**config.mk**
```make
export PLATFORM = sky130hd
export DESIGN_NAME = axil_read_xbar
export DESIGN_NICKNAME = d
export VERILOG_FILES = /design/src/hw/axil_read_xbar_pkg.sv /design/src/hw/grant_order_fifo.sv /design/src/hw/read_grant_arbiter.sv /design/src/hw/subordinate_read_port.sv /design/src/hw/manager_response_merge.sv /design/src/hw/axil_read_xbar.sv
export SDC_FILE = /design/constraint.sdc
export NUM_CORES = 1
export LEC_CHECK = 0
export BUFFER_PORTS_ARGS = -buffer_cell sky130_fd_sc_hd__buf_2
export CAP_MARGIN = 25
export CORE_UTILIZATION = 41
export DETAILED_ROUTE_END_ITERATION = 7
export PLACE_DENSITY = 0.7
export REMOVE_ABC_BUFFERS = 1
export SLEW_MARGIN = 15
export SYNTH_ARGS = -nofsm -noshare
export SYNTH_HDL_FRONTEND = slang
export SYNTH_SLANG_ARGS = --single-unit
export TNS_END_PERCENT = 10
```
**constraint.sdc**
```tcl
create_clock -name axi_clk -period 5.92 [get_ports axi_clk]
set_input_delay 0.592 -clock axi_clk [delete_from_list [all_inputs] [get_ports axi_clk]]
set_output_delay 0.592 -clock axi_clk [all_outputs]
set_load 0.01 [all_outputs]
```
**src/hw/axil_read_xbar_pkg.sv**
```systemverilog
package axil_read_xbar_pkg;

  // bus widths
  localparam int AXI_ADDR_WIDTH = 20;
  localparam int AXI_DATA_WIDTH = 16;

  // number of managers sharing each subordinate
  localparam int N_MANAGERS = 3;

  // AXI read response code (OKAY, EXOKAY, SLVERR, DECERR)
  typedef logic [1:0] resp_t;

  // which manager holds a channel
  // GRANT_IDLE uses the spare code so it fits in the same two bits
  typedef enum logic [1:0] {
    GRANT_M0   = 2'd0,
    GRANT_M1   = 2'd1,
    GRANT_M2   = 2'd2,
    GRANT_IDLE = 2'd3
  } grant_t;

  // read address channel, manager to subordinate
  typedef struct packed {
    logic [AXI_ADDR_WIDTH-1:0] addr;
    logic                      valid;
  } ar_chan_t;

  // read data channel, subordinate to manager
  typedef struct packed {
    logic [AXI_DATA_WIDTH-1:0] data;
    resp_t                     resp;
    logic                      valid;
  } r_chan_t;

endpackage

```
**src/hw/grant_order_fifo.sv**
```systemverilog
`timescale 1ns/1ns

module grant_order_fifo import axil_read_xbar_pkg::*; #(
  parameter int DEPTH = 4
) (
  input  logic   axi_clk,
  input  logic   axi_resetn,
  input  logic   push,
  input  grant_t push_id,
  input  logic   pop,
  output grant_t head_id,
  output logic   empty,
  output logic   full
);
  localparam int PTR_W = (DEPTH > 1) ? $clog2(DEPTH) : 1;
  localparam int CNT_W = $clog2(DEPTH + 1);

  grant_t           mem [DEPTH];
  logic [PTR_W-1:0] wr_ptr;
  logic [PTR_W-1:0] rd_ptr;
  logic [CNT_W-1:0] count;

  // id storage, written at the tail slot
  always_ff @(posedge axi_clk) begin
    if (push) begin
      mem[wr_ptr] <= push_id;
    end
  end

  always_ff @(posedge axi_clk) begin
    if (!axi_resetn) begin
      wr_ptr <= '0;
      rd_ptr <= '0;
      count  <= '0;
    end else begin
      if (push) begin
        wr_ptr <= (wr_ptr == PTR_W'(DEPTH - 1)) ? '0 : wr_ptr + 1'b1;
      end
      if (pop) begin
        rd_ptr <= (rd_ptr == PTR_W'(DEPTH - 1)) ? '0 : rd_ptr + 1'b1;
      end
      case ({push, pop})
        2'b10:   count <= count + 1'b1;
        2'b01:   count <= count - 1'b1;
        default: count <= count;
      endcase
    end
  end

  assign head_id = mem[rd_ptr];
  assign empty   = (count == '0);
  assign full    = (count == CNT_W'(DEPTH));

  // the port holds back AR valid while full, so a push can never land here
  a_no_push_when_full: assert property (@(posedge axi_clk) disable iff (!axi_resetn)
    !(push && full));

  // rready is only steered out for a granted response, so no pop without an entry
  a_no_pop_when_empty: assert property (@(posedge axi_clk) disable iff (!axi_resetn)
    !(pop && empty));

endmodule

```
**src/hw/read_grant_arbiter.sv**
```systemverilog
`timescale 1ns/1ns

module read_grant_arbiter import axil_read_xbar_pkg::*; #(
  parameter int FIFO_DEPTH = 4
) (
  input  logic                  axi_clk,
  input  logic                  axi_resetn,
  input  logic [N_MANAGERS-1:0] request,
  input  logic                  accepted,
  input  logic                  completed,
  output grant_t                request_grant,
  output grant_t                response_grant,
  output logic                  order_full
);
  grant_t                next_grant;
  grant_t                head_id;
  logic                  order_empty;
  logic [N_MANAGERS-1:0] served;
  logic [N_MANAGERS-1:0] eligible;
  logic [N_MANAGERS-1:0] pick_from;

  // managers accepted recently stay masked while anyone else is waiting
  assign eligible  = request & ~served;
  assign pick_from = (eligible != '0) ? eligible : request;

  always_comb begin
    next_grant = GRANT_IDLE;
    if (request_grant != GRANT_IDLE) begin
      // hold until the address is taken, then drop to idle for one cycle
      if (!accepted) begin
        next_grant = request_grant;
      end
    end else if (pick_from[0]) begin
      next_grant = GRANT_M0;
    end else if (pick_from[1]) begin
      next_grant = GRANT_M1;
    end else if (pick_from[2]) begin
      next_grant = GRANT_M2;
    end
  end

  always_ff @(posedge axi_clk) begin
    if (!axi_resetn) begin
      request_grant <= GRANT_IDLE;
      served        <= '0;
    end else begin
      request_grant <= next_grant;
      if (accepted) begin
        served <= served | (N_MANAGERS'(1) << request_grant);
      end else if (request_grant == GRANT_IDLE && eligible == '0) begin
        // every waiting manager had its turn, start over at fixed priority
        served <= '0;
      end
    end
  end

  // accepted ids wait here until their read data has been returned
  grant_order_fifo #(
    .DEPTH(FIFO_DEPTH)
  ) order_fifo (
    .axi_clk   (axi_clk),
    .axi_resetn(axi_resetn),
    .push      (accepted),
    .push_id   (request_grant),
    .pop       (completed),
    .head_id   (head_id),
    .empty     (order_empty),
    .full      (order_full)
  );

  assign response_grant = order_empty ? GRANT_IDLE : head_id;

  // a held grant may only move once its address has been handed over
  a_grant_held: assert property (@(posedge axi_clk) disable iff (!axi_resetn)
    (request_grant != GRANT_IDLE && !accepted) |=> $stable(request_grant));

endmodule

```
**src/hw/subordinate_read_port.sv**
```systemverilog
`timescale 1ns/1ns

module subordinate_read_port import axil_read_xbar_pkg::*; #(
  parameter logic ADDR_PARITY = 1'b0,
  parameter int   FIFO_DEPTH  = 4
) (
  input  logic                             axi_clk,
  input  logic                             axi_resetn,
  input  ar_chan_t [N_MANAGERS-1:0]        mgr_ar,
  input  logic     [N_MANAGERS-1:0]        mgr_rready,
  output logic     [N_MANAGERS-1:0]        arready_to_mgr,
  output r_chan_t  [N_MANAGERS-1:0]        r_to_mgr,
  output ar_chan_t                         sub_ar,
  input  logic                             sub_arready,
  input  r_chan_t                          sub_r,
  output logic                             sub_rready
);
  logic [N_MANAGERS-1:0] request;
  logic                  accepted;
  logic                  completed;
  logic                  order_full;
  grant_t                request_grant;
  grant_t                response_grant;

  // a manager competes for this port when its address parity matches
  always_comb begin
    for (int i = 0; i < N_MANAGERS; i++) begin
      request[i] = mgr_ar[i].valid && (mgr_ar[i].addr[0] == ADDR_PARITY);
    end
  end

  read_grant_arbiter #(
    .FIFO_DEPTH(FIFO_DEPTH)
  ) arbiter (
    .axi_clk       (axi_clk),
    .axi_resetn    (axi_resetn),
    .request       (request),
    .accepted      (accepted),
    .completed     (completed),
    .request_grant (request_grant),
    .response_grant(response_grant),
    .order_full    (order_full)
  );

  // AR path follows the request grant
  // with the order FIFO full, nothing is offered and arready is kept from the manager
  always_comb begin
    sub_ar         = '0;
    arready_to_mgr = '0;
    if (request_grant != GRANT_IDLE && !order_full) begin
      sub_ar                        = mgr_ar[request_grant];
      arready_to_mgr[request_grant] = sub_arready;
    end
  end

  assign accepted = sub_ar.valid && sub_arready;

  // R path follows the oldest outstanding grant
  always_comb begin
    r_to_mgr   = '0;
    sub_rready = 1'b0;
    if (response_grant != GRANT_IDLE) begin
      r_to_mgr[response_grant] = sub_r;
      sub_rready               = mgr_rready[response_grant];
    end
  end

  assign completed = sub_r.valid && sub_rready;

endmodule

```
**src/hw/manager_response_merge.sv**
```systemverilog
`timescale 1ns/1ns

module manager_response_merge import axil_read_xbar_pkg::*; (
  input  logic                           axi_clk,
  input  logic                           axi_resetn,
  input  logic    [N_MANAGERS-1:0]       port0_arready,
  input  logic    [N_MANAGERS-1:0]       port1_arready,
  input  r_chan_t [N_MANAGERS-1:0]       port0_r,
  input  r_chan_t [N_MANAGERS-1:0]       port1_r,
  output logic    [N_MANAGERS-1:0]       mgr_arready,
  output r_chan_t [N_MANAGERS-1:0]       mgr_r
);
  // a manager's address targets one port only, so the readies never overlap
  assign mgr_arready = port0_arready | port1_arready;

  // idle ports drive zeros, so falling back to port 1 is safe
  always_comb begin
    for (int i = 0; i < N_MANAGERS; i++) begin
      mgr_r[i] = port0_r[i].valid ? port0_r[i] : port1_r[i];
    end
  end

  // both subordinates may hold reads for one manager, but the ports
  // must never return data to it in the same cycle
  for (genvar i = 0; i < N_MANAGERS; i++) begin : g_check
    a_single_source: assert property (@(posedge axi_clk) disable iff (!axi_resetn)
      !(port0_r[i].valid && port1_r[i].valid));
  end

endmodule

```
**src/hw/axil_read_xbar.sv**
```systemverilog
`timescale 1ns/1ns

module axil_read_xbar import axil_read_xbar_pkg::*; #(
  parameter int FIFO_DEPTH = 4
) (
  input  logic                       axi_clk,
  input  logic                       axi_resetn,

  // manager side
  input  ar_chan_t [N_MANAGERS-1:0]  mgr_ar,
  output logic     [N_MANAGERS-1:0]  mgr_arready,
  output r_chan_t  [N_MANAGERS-1:0]  mgr_r,
  input  logic     [N_MANAGERS-1:0]  mgr_rready,

  // subordinate side, 0 takes even addresses and 1 takes odd
  output ar_chan_t [1:0]             sub_ar,
  input  logic     [1:0]             sub_arready,
  input  r_chan_t  [1:0]             sub_r,
  output logic     [1:0]             sub_rready
);
  logic    [1:0][N_MANAGERS-1:0] port_arready;
  r_chan_t [1:0][N_MANAGERS-1:0] port_r;

  for (genvar s = 0; s < 2; s++) begin : g_port
    subordinate_read_port #(
      .ADDR_PARITY(1'(s)),
      .FIFO_DEPTH (FIFO_DEPTH)
    ) port (
      .axi_clk       (axi_clk),
      .axi_resetn    (axi_resetn),
      .mgr_ar        (mgr_ar),
      .mgr_rready    (mgr_rready),
      .arready_to_mgr(port_arready[s]),
      .r_to_mgr      (port_r[s]),
      .sub_ar        (sub_ar[s]),
      .sub_arready   (sub_arready[s]),
      .sub_r         (sub_r[s]),
      .sub_rready    (sub_rready[s])
    );
  end

  manager_response_merge merge (
    .axi_clk      (axi_clk),
    .axi_resetn   (axi_resetn),
    .port0_arready(port_arready[0]),
    .port1_arready(port_arready[1]),
    .port0_r      (port_r[0]),
    .port1_r      (port_r[1]),
    .mgr_arready  (mgr_arready),
    .mgr_r        (mgr_r)
  );

endmodule

```
== Word-level counts from Yosys, hierarchy flattened ==
Memories as Yosys holds them, arrays and structs flattened. A register that Yosys moved wholly into a read port is not among the register bits.
Index checks and enable logic that the tools add are counted.

* Add/subtract/negate cells: 8
* Reduce and logical (&&, ||, !) cells: 30
* Shift-type cells: 2
* Magnitude comparators: 8
* Equality and inequality tests: 18
* Multiplexer cells: 59
* Bitwise logic cells: 14

{| class="wikitable"
|+ Operators with widths
! cell !! number
|-
| 57-bit bitwise AND || 2
|-
| 57-bit two-way mux || 2
|-
| 19-bit two-way mux || 5
|-
| 21-bit binary-select mux with 2-bit select || 2
|-
| 21-bit two-way mux || 4
|-
| 19-bit demux with 2-bit select || 2
|-
| 2-bit two-way mux || 18
|-
| 3-bit two-way mux || 8
|-
| 1-bit logical AND || 18
|-
| 2-bit == test, second input constant || 8
|-
| 3-bit bitwise AND || 4
|-
| 3-bit zero test || 4
|-
| 2-bit by 3-bit less-than comparator with 1-bit output, second input constant || 4
|-
| 1-bit two-way mux || 12
|-
| 2-bit != test, second input constant || 6
|-
| 3-bit case mux with 2 select lines || 2
|-
| 3-bit OR || 3
|-
| 2-bit by 1-bit adder with 2-bit output, second input constant || 4
|-
| 2-bit by 1-bit greater-or-equal comparator with 1-bit output, second input constant || 4
|-
| 2-bit nonzero test || 4
|-
| 3-bit by 1-bit adder with 3-bit output, second input constant || 2
|-
| 3-bit == test, second input constant || 2
|-
| 3-bit NOT || 2
|-
| 3-bit nonzero test || 2
|-
| 7 further kinds || 15
|}

* Memory bits (writable): 16
* Output and inout port bits: 104
* Memories kept: 2
* Word-level logic and storage cells: 151
* Input port bits: 108
* Register bits: 24

{| class="wikitable"
|+ Memory list
! memory !! words !! width !! read ports !! clocked after memory_dff !! wr ports !! RTL line !! source
|-
| g_port[0].port.arbiter.order_fifo.mem || 4 || 2 || 1 || 1 || 1 || grant_order_fifo.sv:18 || <nowiki>grant_t mem [DEPTH];</nowiki>
|-
| g_port[1].port.arbiter.order_fifo.mem || 4 || 2 || 1 || 1 || 1 || grant_order_fifo.sv:18 ||
|}

== Logic depth before layout (Yosys ltp) ==
* Depth in word-level cells: 9
* Depth in mapped cells: 11
* Gate-level depth less buffers: 9

== By module ==
From an unflattened synthesis, not the netlist that was laid out.

* Cells, all modules: 588
* Area, all modules: 5461.5 um^2

{| class="wikitable"
|+ Modules (own cells, without submodules)
! module !! sequential area each (um^2) !! area an instance (um^2) !! cells an instance !! times used
|-
| grant_order_fifo || 420.4 || 745.7 || 57 || 2
|-
| subordinate_read_port at g_port[1].port || 0.0 || 1295.0 || 173 || 1
|-
| subordinate_read_port at g_port[0].port || 0.0 || 1291.2 || 173 || 1
|-
| manager_response_merge || 0.0 || 840.8 || 66 || 1
|-
| read_grant_arbiter || 100.1 || 271.5 || 31 || 2
|}

== Worst setup path after synthesis ==
Ideal clock, no wire load.

* Path type: register -> register
* From: reg (tool-made name)
* To: reg g_port[1].port.arbiter.order_fifo.count[2]
* Path slack: 3000 ps
* Stages on the path, launching flop included: 10
* Arrival time: 2850 ps
* Buffers on the path: 0
* Library setup time: 71 ps
* Clock period less this slack: 2920 ps
* Cells stage by stage: dfxtp_1 > mux4_1 > or2_2 > o32ai_2 > ha_1 > inv_1 > fa_1 > xor2_1 > or3_1 > a21oi_1

{| class="wikitable"
|+ RTL lines
! element !! RTL line !! source
|-
| to (signal assigned) || grant_order_fifo.sv:43 || <nowiki>2'b10: count <= count + 1'b1;</nowiki>
|-
| to (signal assigned) || grant_order_fifo.sv:44 || <nowiki>2'b01: count <= count - 1'b1;</nowiki>
|-
| to (signal assigned) || grant_order_fifo.sv:45 || <nowiki>default: count <= count;</nowiki>
|-
| to (decl) || grant_order_fifo.sv:21 || <nowiki>logic [CNT_W-1:0] count;</nowiki>
|}

==> flow_metrics.env <==
export IMPL_max_slew_margin_rel=0.3648
export IMPL_critPathCaptureType="output pin"
export IMPL_min_path_type="register to register"
export IMPL_tns_ns=0
export IMPL_postSynthAreaPerCell_sq_um=8.353
export IMPL_final_common_cell="buf_2"
export IMPL_clock_sinks=44
export IMPL_via_per_inst=5.638
export IMPL_cts_tree="done"
export IMPL_postCtsSetupBuffers=0
export IMPL_htree_levels=2
export IMPL_wl_met1_um=4862
export IMPL_grt_pass1_vias=4236
export IMPL_coreArea_sq_um=9328
export IMPL_wl_met3_um=1011
export IMPL_synth_area_sq_um=3993
export IMPL_p_leak_nw=2.743
export IMPL_seqCellArea_sq_um=1041
export IMPL_layout_nets=792
export IMPL_wl_met2_um=6679
export IMPL_arrival_ns=2.84
export IMPL_crit_type="register to output pin"
export IMPL_synth_distinct_cells=64
export IMPL_drtIter0Drc=144
export IMPL_antenna_found_initial=2
export IMPL_multiInputGateArea_sq_um=2698
export IMPL_place_congestion=0.8341
export IMPL_ys_ff_latch=44
export IMPL_holdBufCountCts=0
export IMPL_final_setup_skew_ns=0.01180
export IMPL_insertion_delay_ns=0.30
export IMPL_synthFlopType="dfxtp_1"
export IMPL_dp_cells=791
export IMPL_grt_usage=0.2456
export IMPL_io_pins=212
export IMPL_hold_start="g_port[0].port.arbiter.served[0]"
export IMPL_top_layer="met4"
export IMPL_die_y_um=100.7
export IMPL_grt_start_max_net_pins=35
export IMPL_initial_core_util=0.4280
export IMPL_post_dp_hpwl_um=9874
export IMPL_power_density_nw_per_um2=191.0
export IMPL_outcome="completed"
export IMPL_mostFrequentLayoutCells="buf_2, nor2_1, a21oi_1, mux2i_1, a22o_1"
export IMPL_clockBufferDepth=2
export IMPL_yosysSeqAreaShare=0.2607
export IMPL_cts_resized=0
export IMPL_area_delta_synth_final_pct=31.28
export IMPL_fmax_mhz=291.2
export IMPL_firstDrtPassIters=4
export IMPL_netlist_area_leader_share=0.1404
export IMPL_post_drt_wl_per_cell_um=16.01
export IMPL_synth_top_cell_by_area="dfxtp_1"
export IMPL_final_max_slew_violation_count=0
export IMPL_wirelength_um=12840
export IMPL_irDropWorstVdd_mv=0.08991
export IMPL_hold_viol_final=0
export IMPL_async_flop_share=0
export IMPL_grt_pass1_wl_um=20020
export IMPL_rsz0062_at_grt="no"
export IMPL_critPathRequiredTime_ns=5.33
export IMPL_period_share=0.5802
export IMPL_rows=35
export IMPL_via_count=4522
export IMPL_yosys_warnings=0
export IMPL_final_min_clock_period_ns=3.435
export IMPL_path_clk_slew_ns=0.08
export IMPL_start_kind="register"
export IMPL_port_buffers=211
export IMPL_final_instance_count_excl_fill=802
export IMPL_drcViolationCount=0
export IMPL_synth_edf_count=16
export IMPL_worst_pin_slew_ns=0.9457
export IMPL_synthTopCellsByArea="dfxtp_1, mux2i_1, edfxtp_1"
export IMPL_die_area_sq_um=10140
export IMPL_setup_violations=0
export IMPL_antenna_left=0
export IMPL_numCtsBuffers=5
export IMPL_grt_ovfl_total=0
export IMPL_drv_cap=0
export IMPL_syn_inst=478
export IMPL_n_fill_cell=866
export IMPL_drive_gt1_frac=0.3964
export IMPL_critical_path_max_fanout=20
export IMPL_cts_root_buf="clkbuf_8"
export IMPL_die_x_um=100.7
-- sequential cells by signal, summed over array words and instances, names as in the netlist, named ones only --
signal,flops
g_port.port.arbiter.order_fifo.count,6
g_port.port.arbiter.order_fifo.mem,16
g_port.port.arbiter.served,6
g_port.port.arbiter.order_fifo.wr_ptr,4
g_port.port.arbiter.order_fifo.rd_ptr,4
g_port.port.arbiter.request_grant,4
-- stage by stage --
step / power [mW] / setup slack, ns / util / hold WS, ns / instance area (sq um)
global placement: 0.7708 / 2.859 / 0.5482 / 0.4553 / 5114
global route: 1.061 / 2.274 / 0.5619 / 0.5198 / 5241
floorplan: 0.6034 / 2.488 / - / 0.4378 / 3799
CTS: 1.003 / 2.487 / 0.5598 / 0.4918 / 5221
detailed placement: 0.7795 / 2.802 / 0.5482 / 0.4721 / 5114
finish: 1.001 / 2.485 / 0.5619 / 0.4928 / 5241
-- worst paths after layout --
path / end / cells after the start / slack [ns]
worst max-delay path: mgr_r[28] / 6 / 2.49
worst min-delay path: g_port[0].port.arbiter.served[0] / 2 / 0.49
worst max register to register: g_port[1].port.arbiter.order_fifo.count[2] / 9 / 2.77
worst min register to register: g_port[0].port.arbiter.served[0] / 2 / 0.49
-- report_power, final --
| group | internal, mW | switching (mW) |
|---|---|---|
| Combinational | 0.181 | 0.257 |
| Clock | 0.125 | 0.0976 |
| Sequential | 0.329 | 0.0110 |
-- critical path, stage by stage (launching register included) --
cell and delay [ns]:
dfxtp_1 0.37, mux4_2 0.60, nor3b_2 0.19, buf_4 0.22, nor4b_4 0.78, a22o_2 0.26
buf_2 0.12
-- layer usage --
layer / up-vias / GRT usage
met5: - / 0
met4: 0 / 0.09365
met3: 20 / 0.04230
met2: 250 / 0.4826
met1: 2111 / 0.2575
li1: 2141 / -
-- synthesized netlist by cell type, types with 2 or more instances --
cell type / number
a21oi_1: 54
a21o_1: 3
mux2i_1: 49
a22o_2: 20
edfxtp_1: 16
a32o_1: 2
a22o_1: 34
buf_4: 4
nand3_1: 4
buf_6: 3
dfxtp_1: 28
nand2_1: 16
a31oi_1: 3
nor2b_1: 5
a32oi_1: 2
fa_1: 2
buf_1: 6
nor2_1: 95
o32ai_1: 2
nor3b_1: 3
mux4_1: 3
ha_1: 12
inv_1: 18
and3_1: 8
nand3b_1: 3
clkbuf_1: 18
xor2_1: 3
and2_1: 2
nor3b_2: 2
buf_2: 8
or3_1: 4
o31ai_1: 2
o21bai_1: 2
o21ai_0: 12
-- cell type report --
cell class                 instances  area share
timing repair buffer             224      0.2215
clock buffer                       6     0.01385
antenna                            2   0.0009549
multi-input combinational        377      0.5147
sequential                        44      0.1986
inverter                          18     0.01289
tap                              129     0.03079
clock inverter                     2    0.006684
-- kinds of logic after synthesis --
| kind of cell | synth area share |
|---|---|
| multiplexers | 0.1482 |
| AO/OA/AOI/OAI | 0.2783 |
| XOR/XNOR | 0.008776 |
| AND/OR/NAND/NOR | 0.1908 |
| adder cells (fa/ha/maj) | 0.04763 |
| flip-flops | 0.2607 |
| buffers and inverters | 0.06549 |
Note: power is estimated with default switching activity, not from simulation.
